===== src/cpu_pkg.sv =====
`default_nettype none

package cpu_pkg;

  localparam int XLEN = 32;
  localparam int REG_ADDR_W = 5;

  // RV32I major opcodes handled by the core
  typedef enum logic [6:0] {
    OP_REG    = 7'b0110011,
    OP_IMM    = 7'b0010011,
    OP_LUI    = 7'b0110111,
    OP_LOAD   = 7'b0000011,
    OP_STORE  = 7'b0100011,
    OP_BRANCH = 7'b1100011
  } opcode_e;

  typedef enum logic [3:0] {
    ALU_ADD,
    ALU_SUB,
    ALU_AND,
    ALU_OR,
    ALU_XOR,
    ALU_SLT,
    ALU_SLL,
    ALU_SRL,
    ALU_PASSB
  } alu_op_e;

  typedef struct packed {
    logic            valid;
    logic [XLEN-1:0] addr;
  } imem_req_t;

  typedef struct packed {
    logic            valid;
    logic            write;
    logic [XLEN-1:0] addr;
    logic [XLEN-1:0] wdata;
  } dmem_req_t;

  typedef struct packed {
    logic            valid;
    logic [XLEN-1:0] pc;
    logic [31:0]     instr;
  } if_id_t;

  typedef struct packed {
    logic                  valid;
    logic [XLEN-1:0]       pc;
    alu_op_e               alu_op;
    logic                  use_imm;
    logic [REG_ADDR_W-1:0] rs1;
    logic [REG_ADDR_W-1:0] rs2;
    logic [XLEN-1:0]       rs1_data;
    logic [XLEN-1:0]       rs2_data;
    logic [XLEN-1:0]       imm;
    logic [REG_ADDR_W-1:0] rd;
    logic                  reg_write;
    logic                  mem_read;
    logic                  mem_write;
    logic                  is_branch;
    logic                  br_eq;
  } id_ex_t;

  typedef struct packed {
    logic                  valid;
    logic [REG_ADDR_W-1:0] rd;
    logic                  reg_write;
    logic                  mem_read;
    logic                  mem_write;
    logic [XLEN-1:0]       alu_res;
    logic [XLEN-1:0]       store_data;
  } ex_mem_t;

  // Shared by forwarding and the register file write port
  typedef struct packed {
    logic                  we;
    logic [REG_ADDR_W-1:0] rd;
    logic [XLEN-1:0]       data;
  } wb_t;

endpackage

`default_nettype wire

===== src/cpu.sv =====
`default_nettype none

module cpu (
  input  logic                     clk,
  input  logic                     rstn,
  output cpu_pkg::imem_req_t       imem_req_o,
  input  logic                     imem_ready_i,
  input  logic [31:0]              imem_rdata_i,
  output cpu_pkg::dmem_req_t       dmem_req_o,
  input  logic                     dmem_ready_i,
  input  logic [cpu_pkg::XLEN-1:0] dmem_rdata_i
);
  import cpu_pkg::*;

  if_id_t                if_id;
  id_ex_t                id_ex;
  ex_mem_t               ex_mem;
  wb_t                   mem_fwd;
  wb_t                   wb;
  logic [REG_ADDR_W-1:0] rs1_addr;
  logic [REG_ADDR_W-1:0] rs2_addr;
  logic [REG_ADDR_W-1:0] ex_rd;
  logic [XLEN-1:0]       rs1_data;
  logic [XLEN-1:0]       rs2_data;
  logic [XLEN-1:0]       branch_target;
  logic                  branch_taken;
  logic                  ex_is_load;
  logic                  mem_stall;
  logic                  load_use_stall;
  logic                  fetch_stall;

  // Front end also holds for a load-use hazard
  assign fetch_stall = mem_stall || load_use_stall;

  fetch fetch0 (
    .clk            (clk),
    .rstn           (rstn),
    .stall_i        (fetch_stall),
    .branch_taken_i (branch_taken),
    .branch_target_i(branch_target),
    .imem_req_o     (imem_req_o),
    .imem_ready_i   (imem_ready_i),
    .imem_rdata_i   (imem_rdata_i),
    .if_id_o        (if_id)
  );

  regfile regfile0 (
    .clk       (clk),
    .rstn      (rstn),
    .rs1_addr_i(rs1_addr),
    .rs2_addr_i(rs2_addr),
    .rs1_data_o(rs1_data),
    .rs2_data_o(rs2_data),
    .wb_i      (wb)
  );

  decode decode0 (
    .if_id_i         (if_id),
    .rs1_addr_o      (rs1_addr),
    .rs2_addr_o      (rs2_addr),
    .rs1_data_i      (rs1_data),
    .rs2_data_i      (rs2_data),
    .ex_is_load_i    (ex_is_load),
    .ex_rd_i         (ex_rd),
    .id_ex_o         (id_ex),
    .load_use_stall_o(load_use_stall)
  );

  execute execute0 (
    .clk             (clk),
    .rstn            (rstn),
    .stall_i         (mem_stall),
    .load_use_stall_i(load_use_stall),
    .id_ex_i         (id_ex),
    .mem_fwd_i       (mem_fwd),
    .wb_fwd_i        (wb),
    .ex_mem_o        (ex_mem),
    .branch_taken_o  (branch_taken),
    .branch_target_o (branch_target),
    .ex_is_load_o    (ex_is_load),
    .ex_rd_o         (ex_rd)
  );

  memacc memacc0 (
    .clk         (clk),
    .rstn        (rstn),
    .ex_mem_i    (ex_mem),
    .dmem_req_o  (dmem_req_o),
    .dmem_ready_i(dmem_ready_i),
    .dmem_rdata_i(dmem_rdata_i),
    .mem_stall_o (mem_stall),
    .mem_fwd_o   (mem_fwd),
    .wb_o        (wb)
  );

endmodule

`default_nettype wire


===== src/memacc.sv =====
`default_nettype none

module memacc (
  input  logic                     clk,
  input  logic                     rstn,
  input  cpu_pkg::ex_mem_t         ex_mem_i,
  output cpu_pkg::dmem_req_t       dmem_req_o,
  input  logic                     dmem_ready_i,
  input  logic [cpu_pkg::XLEN-1:0] dmem_rdata_i,
  output logic                     mem_stall_o,
  output cpu_pkg::wb_t             mem_fwd_o,
  output cpu_pkg::wb_t             wb_o
);
  import cpu_pkg::*;

  ex_mem_t               ex_mem_q;
  ex_mem_t               mq;
  logic                  mem_valid_q;
  logic                  wb_we_q;
  logic [REG_ADDR_W-1:0] wb_rd_q;
  logic [XLEN-1:0]       wb_data_q;

  always_ff @(posedge clk or negedge rstn) begin
    if (!rstn) begin
      mem_valid_q <= 1'b0;
    end else if (!mem_stall_o) begin
      mem_valid_q <= ex_mem_i.valid;
    end
  end

  always_ff @(posedge clk) begin
    if (!mem_stall_o) begin
      ex_mem_q <= ex_mem_i;
    end
  end

  always_comb begin
    mq       = ex_mem_q;
    mq.valid = mem_valid_q;
  end

  assign dmem_req_o = '{valid: mq.valid && (mq.mem_read || mq.mem_write),
                        write: mq.mem_write,
                        addr:  mq.alu_res,
                        wdata: mq.store_data};

  assign mem_stall_o = dmem_req_o.valid && !dmem_ready_i;

  // Load data is not available yet, so loads never forward from here
  assign mem_fwd_o = '{we: mq.valid && mq.reg_write && !mq.mem_read,
                       rd: mq.rd, data: mq.alu_res};

  always_ff @(posedge clk or negedge rstn) begin
    if (!rstn) begin
      wb_we_q <= 1'b0;
    end else begin
      wb_we_q <= !mem_stall_o && mq.valid && mq.reg_write && mq.rd != '0;
    end
  end

  always_ff @(posedge clk) begin
    if (!mem_stall_o) begin
      wb_rd_q   <= mq.rd;
      wb_data_q <= mq.mem_read ? dmem_rdata_i : mq.alu_res;
    end
  end

  assign wb_o = '{we: wb_we_q, rd: wb_rd_q, data: wb_data_q};

  // Data port handshake
  req_stable_a: assert property (@(posedge clk) disable iff (!rstn)
    dmem_req_o.valid && !dmem_ready_i |=> $stable(dmem_req_o));

endmodule

`default_nettype wire


===== src/execute.sv =====
`default_nettype none

module execute (
  input  logic                           clk,
  input  logic                           rstn,
  input  logic                           stall_i,
  input  logic                           load_use_stall_i,
  input  cpu_pkg::id_ex_t                id_ex_i,
  input  cpu_pkg::wb_t                   mem_fwd_i,
  input  cpu_pkg::wb_t                   wb_fwd_i,
  output cpu_pkg::ex_mem_t               ex_mem_o,
  output logic                           branch_taken_o,
  output logic [cpu_pkg::XLEN-1:0]       branch_target_o,
  output logic                           ex_is_load_o,
  output logic [cpu_pkg::REG_ADDR_W-1:0] ex_rd_o
);
  import cpu_pkg::*;

  id_ex_t          id_ex_q;
  id_ex_t          ex;
  logic            ex_valid_q;
  logic [XLEN-1:0] op_a;
  logic [XLEN-1:0] fwd_b;
  logic [XLEN-1:0] op_b;
  logic [XLEN-1:0] alu_res;

  // Memory stage wins over writeback
  function automatic logic [XLEN-1:0] forward(input logic [REG_ADDR_W-1:0] idx,
                                              input logic [XLEN-1:0]       reg_val,
                                              input wb_t                   mem_src,
                                              input wb_t                   wb_src);
    if (idx == '0) return reg_val;
    if (mem_src.we && mem_src.rd == idx) return mem_src.data;
    if (wb_src.we && wb_src.rd == idx) return wb_src.data;
    return reg_val;
  endfunction

  always_ff @(posedge clk or negedge rstn) begin
    if (!rstn) begin
      ex_valid_q <= 1'b0;
    end else if (!stall_i) begin
      ex_valid_q <= id_ex_i.valid && !branch_taken_o && !load_use_stall_i;
    end
  end

  always_ff @(posedge clk) begin
    if (stall_i) begin
      // Writeback drains to a bubble while frozen so the forwarded operands are kept
      id_ex_q.rs1_data <= op_a;
      id_ex_q.rs2_data <= fwd_b;
    end else begin
      id_ex_q <= id_ex_i;
    end
  end

  always_comb begin
    ex       = id_ex_q;
    ex.valid = ex_valid_q;
  end

  assign op_a  = forward(ex.rs1, ex.rs1_data, mem_fwd_i, wb_fwd_i);
  assign fwd_b = forward(ex.rs2, ex.rs2_data, mem_fwd_i, wb_fwd_i);
  assign op_b  = ex.use_imm ? ex.imm : fwd_b;

  always_comb begin
    case (ex.alu_op)
      ALU_ADD:   alu_res = op_a + op_b;
      ALU_SUB:   alu_res = op_a - op_b;
      ALU_AND:   alu_res = op_a & op_b;
      ALU_OR:    alu_res = op_a | op_b;
      ALU_XOR:   alu_res = op_a ^ op_b;
      ALU_SLT:   alu_res = {{(XLEN-1){1'b0}}, $signed(op_a) < $signed(op_b)};
      ALU_SLL:   alu_res = op_a << op_b[4:0];
      ALU_SRL:   alu_res = op_a >> op_b[4:0];
      ALU_PASSB: alu_res = op_b;
      default:   alu_res = op_a + op_b;
    endcase
  end

  assign branch_taken_o  = ex.valid && ex.is_branch && ((op_a == fwd_b) == ex.br_eq);
  assign branch_target_o = ex.pc + ex.imm;
  assign ex_is_load_o    = ex.valid && ex.mem_read;
  assign ex_rd_o         = ex.rd;

  assign ex_mem_o = '{valid: ex.valid, rd: ex.rd, reg_write: ex.reg_write,
                      mem_read: ex.mem_read, mem_write: ex.mem_write,
                      alu_res: alu_res, store_data: fwd_b};

  // A held front end would lose the redirect
  branch_no_bubble_a: assert property (@(posedge clk) disable iff (!rstn)
    branch_taken_o |-> !load_use_stall_i);

endmodule

`default_nettype wire


===== src/decode.sv =====
`default_nettype none

module decode (
  input  cpu_pkg::if_id_t                if_id_i,
  output logic [cpu_pkg::REG_ADDR_W-1:0] rs1_addr_o,
  output logic [cpu_pkg::REG_ADDR_W-1:0] rs2_addr_o,
  input  logic [cpu_pkg::XLEN-1:0]       rs1_data_i,
  input  logic [cpu_pkg::XLEN-1:0]       rs2_data_i,
  input  logic                           ex_is_load_i,
  input  logic [cpu_pkg::REG_ADDR_W-1:0] ex_rd_i,
  output cpu_pkg::id_ex_t                id_ex_o,
  output logic                           load_use_stall_o
);
  import cpu_pkg::*;

  logic [31:0]     instr;
  opcode_e         opcode;
  logic [2:0]      funct3;
  logic            funct7_5;
  logic [XLEN-1:0] imm_i;
  logic [XLEN-1:0] imm_s;
  logic [XLEN-1:0] imm_b;
  logic [XLEN-1:0] imm_u;
  logic            legal;
  logic            use_rs1;
  logic            use_rs2;
  id_ex_t          d;

  assign instr    = if_id_i.instr;
  assign opcode   = opcode_e'(instr[6:0]);
  assign funct3   = instr[14:12];
  assign funct7_5 = instr[30];

  assign rs1_addr_o = instr[19:15];
  assign rs2_addr_o = instr[24:20];

  assign imm_i = {{20{instr[31]}}, instr[31:20]};
  assign imm_s = {{20{instr[31]}}, instr[31:25], instr[11:7]};
  assign imm_b = {{19{instr[31]}}, instr[31], instr[7], instr[30:25], instr[11:8], 1'b0};
  assign imm_u = {instr[31:12], 12'b0};

  always_comb begin
    d          = '0;
    legal      = 1'b1;
    use_rs1    = 1'b0;
    use_rs2    = 1'b0;
    d.pc       = if_id_i.pc;
    d.alu_op   = ALU_ADD;
    d.rs1      = rs1_addr_o;
    d.rs2      = rs2_addr_o;
    d.rs1_data = rs1_data_i;
    d.rs2_data = rs2_data_i;
    d.rd       = instr[11:7];
    case (opcode)
      OP_REG: begin
        use_rs1     = 1'b1;
        use_rs2     = 1'b1;
        d.reg_write = 1'b1;
        case (funct3)
          3'b000: d.alu_op = funct7_5 ? ALU_SUB : ALU_ADD;
          3'b111: d.alu_op = ALU_AND;
          3'b110: d.alu_op = ALU_OR;
          3'b100: d.alu_op = ALU_XOR;
          3'b010: d.alu_op = ALU_SLT;
          3'b001: d.alu_op = ALU_SLL;
          3'b101: begin
            // SRA is not supported
            d.alu_op = ALU_SRL;
            legal    = !funct7_5;
          end
          default: legal = 1'b0;
        endcase
      end
      OP_IMM: begin
        use_rs1     = 1'b1;
        d.use_imm   = 1'b1;
        d.imm       = imm_i;
        d.reg_write = 1'b1;
        legal       = funct3 == 3'b000;
      end
      OP_LUI: begin
        d.alu_op    = ALU_PASSB;
        d.use_imm   = 1'b1;
        d.imm       = imm_u;
        d.reg_write = 1'b1;
      end
      OP_LOAD: begin
        use_rs1     = 1'b1;
        d.use_imm   = 1'b1;
        d.imm       = imm_i;
        d.reg_write = 1'b1;
        d.mem_read  = 1'b1;
        legal       = funct3 == 3'b010;
      end
      OP_STORE: begin
        use_rs1     = 1'b1;
        use_rs2     = 1'b1;
        d.use_imm   = 1'b1;
        d.imm       = imm_s;
        d.mem_write = 1'b1;
        legal       = funct3 == 3'b010;
      end
      OP_BRANCH: begin
        use_rs1     = 1'b1;
        use_rs2     = 1'b1;
        d.imm       = imm_b;
        d.is_branch = 1'b1;
        d.br_eq     = !funct3[0];
        legal       = funct3[2:1] == 2'b00;
      end
      default: legal = 1'b0;
    endcase
    d.valid = if_id_i.valid && legal;
  end

  assign id_ex_o = d;

  // Load result is not ready until it reaches writeback
  assign load_use_stall_o = if_id_i.valid && ex_is_load_i && ex_rd_i != '0 &&
                            ((use_rs1 && rs1_addr_o == ex_rd_i) ||
                             (use_rs2 && rs2_addr_o == ex_rd_i));

endmodule

`default_nettype wire


===== src/regfile.sv =====
`default_nettype none

module regfile (
  input  logic                           clk,
  input  logic                           rstn,
  input  logic [cpu_pkg::REG_ADDR_W-1:0] rs1_addr_i,
  input  logic [cpu_pkg::REG_ADDR_W-1:0] rs2_addr_i,
  output logic [cpu_pkg::XLEN-1:0]       rs1_data_o,
  output logic [cpu_pkg::XLEN-1:0]       rs2_data_o,
  input  cpu_pkg::wb_t                   wb_i
);
  import cpu_pkg::*;

  logic [XLEN-1:0] regs [32];

  // Write-through so decode sees the value retiring this cycle
  function automatic logic [XLEN-1:0] read_port(input logic [REG_ADDR_W-1:0] addr,
                                                input logic [XLEN-1:0]       stored,
                                                input wb_t                   wb);
    if (addr == '0) return '0;
    if (wb.we && wb.rd == addr) return wb.data;
    return stored;
  endfunction

  assign rs1_data_o = read_port(rs1_addr_i, regs[rs1_addr_i], wb_i);
  assign rs2_data_o = read_port(rs2_addr_i, regs[rs2_addr_i], wb_i);

  always_ff @(posedge clk or negedge rstn) begin
    if (!rstn) begin
      for (int i = 0; i < 32; i++) begin
        regs[i] <= '0;
      end
    end else if (wb_i.we && wb_i.rd != '0) begin
      regs[wb_i.rd] <= wb_i.data;
    end
  end

endmodule

`default_nettype wire


===== src/fetch.sv =====
`default_nettype none

module fetch (
  input  logic                     clk,
  input  logic                     rstn,
  input  logic                     stall_i,
  input  logic                     branch_taken_i,
  input  logic [cpu_pkg::XLEN-1:0] branch_target_i,
  output cpu_pkg::imem_req_t       imem_req_o,
  input  logic                     imem_ready_i,
  input  logic [31:0]              imem_rdata_i,
  output cpu_pkg::if_id_t          if_id_o
);
  import cpu_pkg::*;

  logic [XLEN-1:0] pc_q;
  logic            if_valid_q;
  logic [XLEN-1:0] if_pc_q;
  logic [31:0]     if_instr_q;
  logic            fetch_ok;

  assign imem_req_o = '{valid: 1'b1, addr: pc_q};
  assign fetch_ok = imem_req_o.valid && imem_ready_i;

  always_ff @(posedge clk or negedge rstn) begin
    if (!rstn) begin
      pc_q       <= '0;
      if_valid_q <= 1'b0;
    end else if (!stall_i) begin
      if (branch_taken_i) begin
        // Redirect and drop the word fetched this cycle
        pc_q       <= branch_target_i;
        if_valid_q <= 1'b0;
      end else begin
        if_valid_q <= fetch_ok;
        if (fetch_ok) begin
          pc_q <= pc_q + XLEN'(4);
        end
      end
    end
  end

  always_ff @(posedge clk) begin
    if (!stall_i && fetch_ok) begin
      if_pc_q    <= pc_q;
      if_instr_q <= imem_rdata_i;
    end
  end

  assign if_id_o = '{valid: if_valid_q, pc: if_pc_q, instr: if_instr_q};

  // Branch targets from execute must keep the pc aligned
  pc_aligned_a: assert property (@(posedge clk) disable iff (!rstn)
    pc_q[1:0] == 2'b00);

endmodule

`default_nettype wire


===== config.mk =====
export PLATFORM = sky130hd
export DESIGN_NAME = cpu
export DESIGN_NICKNAME = d
export VERILOG_FILES = /design/src/cpu_pkg.sv /design/src/cpu.sv /design/src/memacc.sv /design/src/execute.sv /design/src/decode.sv /design/src/regfile.sv /design/src/fetch.sv
export SDC_FILE = /design/constraint.sdc
export NUM_CORES = 2
export LEC_CHECK = 0
export ABC_AREA = 1
export ABC_CLOCK_PERIOD_IN_PS = 8600
export BUFFER_PORTS_ARGS = -buffer_cell sky130_fd_sc_hd__buf_4
export CELL_PAD_IN_SITES_DETAIL_PLACEMENT = 0
export CELL_PAD_IN_SITES_GLOBAL_PLACEMENT = 1
export CORE_ASPECT_RATIO = 0.6
export CORE_MARGIN = 3
export CORE_UTILIZATION = 35
export DETAILED_ROUTE_END_ITERATION = 12
export PLACE_DENSITY_LB_ADDON = 0.1
export SKIP_CTS_REPAIR_TIMING = 1
export SLEW_MARGIN = 15
export SYNTH_ARGS = -nofsm -noshare
export SYNTH_HDL_FRONTEND = slang
export SYNTH_SLANG_ARGS = --single-unit

===== constraint.sdc =====
create_clock -name clk -period 8.6 [get_ports clk]
set_input_delay 1.29 -clock clk [delete_from_list [all_inputs] [get_ports clk]]
set_output_delay 1.29 -clock clk [all_outputs]
set_load 0.03 [all_outputs]

==> reports/qor.txt <==
syn avg cell area: 7.32 sq um
first-pass GRT wire length: 599000 um
post-synthesis adder-cell area fraction: 2.03%
number of global-route vias before repair: 75100
Register-to-Register Path Depth: 31
Post-Synthesis Cells: 11300
CTS buffer count: 161
period utilisation layout: 88.6%
HP Start: regfile0.regs[997]
commonest non-fill, non-tap cells in the layout: nand2_1, o21ai_0, a21oi_1
fin nets: 11000
die width: 632 um
Leakage: 40.0 nW
cell area after synthesis: 82400 sq um
CTS HTree Levels: 4
Clock transition at path regs: 70 ps
CTS root buffer: clkbuf_16
initial antenna violation count: 40
area leader, netlist: dfrtp_1
Remaining DRCs: 0
Worst slew margin: 13.2%
CP Capture Type: flop
Fill cells: 24500
hold-critical path endpoint: regfile0.regs[997]
most common cell after layout, fill and taps aside: nand2_1
CTS tree: built
Yosys warning count: 0
XOR/XNOR Fraction of Synth Area: 0.893%
hpwl dp: 284000 um
Die H: 382 um
top cell type's share of synthesized area: 32.2%
Final Hold Vio Count: 0
DR pass1 iterations: 7
Max VDD drop: 154 uV
critical path's largest stage delay: 650 ps
CP Data Required Time: 9130 ps
RSZ-0062 raised after global routing: no
Die ar.: 242000 sq um
startpoint class of the critical path: flop
io pins: 167
# port buffers: 165
Starting Density: 35.3%
clk sinks: 1386
largest family of logic cells by synthesized area: compound AO/OA/AOI/OAI gates
syn_nets: 11500
sequential fraction of the synthesis area: 43.3%
hold path cells: 0
met3 Resource Use GR: 9.45%
ys flop type: dfrtp_1
Worst path most repeated cell: nand2_1
EDFF count, synth: 262
total grt overflow: 0
WS Path Type: reg -> reg
M2 GR Usage: 45.7%
max-cap viol count: 0
status: finished clean
crit path max-delay cell type: o21ai_0
layout cells sized above 1: 7.39%
largest cells by area after synthesis: dfrtp_1, o21ai_0, nand2_1
WL/cell: 30.4 um
Worst R2R Setup Slack: 980 ps
clock skew: 30.1 ps
Async SR Flop Fraction: 76.5%
pin count of the biggest net entering global routing: 164
Rows: 137
CP Data Arrival Time: 8150 ps
crit path max fanout: 25
Worst-Margin Slew: 1300 ps
Post-Route Setup TNS: 0 ps
fmax: 131 MHz
antenna-violating nets left: 0
mux cell area share after synthesis: 0%
WL final: 429000 um
via count: 83200
post-DR vias/cell: 5.90
insertion delay to the later sink of the worst-skew pair: 850 ps
Post-Synth Simple-Gate Area: 20.7%
PwrDens: 211 nW/um^2
total track usage: 34.5%
Slew Limit Fails: 0
Final Power: 19.2 mW
GR Util met1: 53.4%
Synth cell types: 62
reg-to-reg endpoint: memacc0.dmem_req_o[58]
Finished Core Util: 39.1%
Final GP Congestion: 0.994
Hold Crit Class: reg -> reg
GR peak layer: met1
flops & latches, synth: 1386
Iter 0 DRT Violations: 11900
Tmin final: 7620 ps
Setup-failing EPs final: 0
Synth Area in Compound Gates: 24.0%
Max clock buf depth: 4
reg2reg start: memacc0.wb_rd_q[4]
area added between synthesis and finish: 10.5%
core area: 233000 sq um
[worst max-delay path, delay by kind of cell (launching register included)]
| family | cells | cell delay (ps) |
|---|---|---|
| simple gates | 19 | 3530 |
| compound gates | 5 | 1880 |
| buf+inv | 5 | 490 |
| fa+ha+maj | 2 | 710 |
| flops | 1 | 630 |
[kinds of logic (layout without fill, tap and decap cells)]
| logic type | Yosys count | after routing |
|---|---|---|
| simple gates | 4067 | 4067 |
| compound gates | 3704 | 3704 |
| buf+inv | 1889 | 1585 |
| flops | 1386 | 1386 |
| fa+ha+maj | 132 | 132 |
| xor+xnor | 84 | 84 |
| other cells | 1 | 20 |
[cell type report]
| class | count | area (sq um) | share of cell area (%) |
|---|---|---|---|
| multi-input cells | 7988 | 39700 | 43.6 |
| flip-flops and latches | 1386 | 35700 | 39.2 |
| clock buffers | 228 | 4630 | 5.09 |
| well taps | 3127 | 3910 | 4.29 |
| inverters | 908 | 3450 | 3.79 |
| repair buffers | 400 | 3340 | 3.67 |
| clock inverters | 49 | 367 | 0.402 |
| diodes | 19 | 47.5 | 0.0522 |
[power breakdown]
part	total (mW)	switching (mW)	leakage [nW]	internal [mW]
clock network	6.93	3.09	2.47	3.84
registers	7.57	0.574	18.2	7.00
logic	4.71	3.68	19.3	1.04
[per-layer routing]
layer  routed length (um)  share of wire, %
met3                47600                11
met4                13000               3.0
met5                  159             0.037
met1               203000                47
met2               165000                39
[metrics by stage]
stage	instance area [sq um]	instances	hold WS, ps	worst slack [ps]
floorplan	82400	11300	400	694
global placement	86000	13800	375	1340
detailed placement	86000	13800	380	1360
CTS	91000	14100	393	1310
global route	91100	14100	402	483
finish	91100	14100	388	982
[worst max path at each step]
stage | cells past startpoint | slack [ps] | start | to
after global placement | 31 | 1340 | memacc0.wb_rd_q[4] | memacc0.dmem_req_o[58]
after floorplan | 4 | 690 | dmem_ready_i | execute0.ex[0]
after detailed placement | 31 | 1360 | memacc0.wb_rd_q[4] | memacc0.dmem_req_o[58]
final | 31 | 980 | memacc0.wb_rd_q[4] | memacc0.dmem_req_o[58]
after CTS | 31 | 1310 | memacc0.wb_rd_q[4] | memacc0.dmem_req_o[58]
after global routing | 31 | 480 | memacc0.wb_rd_q[4] | memacc0.dmem_req_o[58]
[registers in the layout, summed over array words and instances (netlist names), 2 cells and up]
| register | flops |
|---|---|
| execute0.ex | 145 |
| execute0.ex_mem_o | 3 |
| execute0.ex_rd_o | 5 |
| fetch0.if_instr_q | 32 |
| fetch0.if_pc_q | 32 |
| fetch0.pc_q | 32 |
| memacc0.dmem_req_o | 65 |
| memacc0.ex_mem_q | 2 |
| memacc0.mem_fwd_o | 5 |
| memacc0.wb_data_q | 32 |
| memacc0.wb_rd_q | 5 |
| regfile0.regs | 1024 |
[cell usage after synthesis, types with 61 or more instances]
library cell and number:
dfrtp_1 1060, edfxtp_1 262, o211ai_1 216, nor2_1 752
nand4_1 87, nand3_1 987, o21ai_1 61, nand2_1 2113
xor2_1 68, dfxtp_1 64, a21oi_1 1186, clkbuf_1 800
buf_4 76, inv_1 868, ha_1 129, buf_1 65
o21ai_0 1988
(Power assumes the default switching activity.)
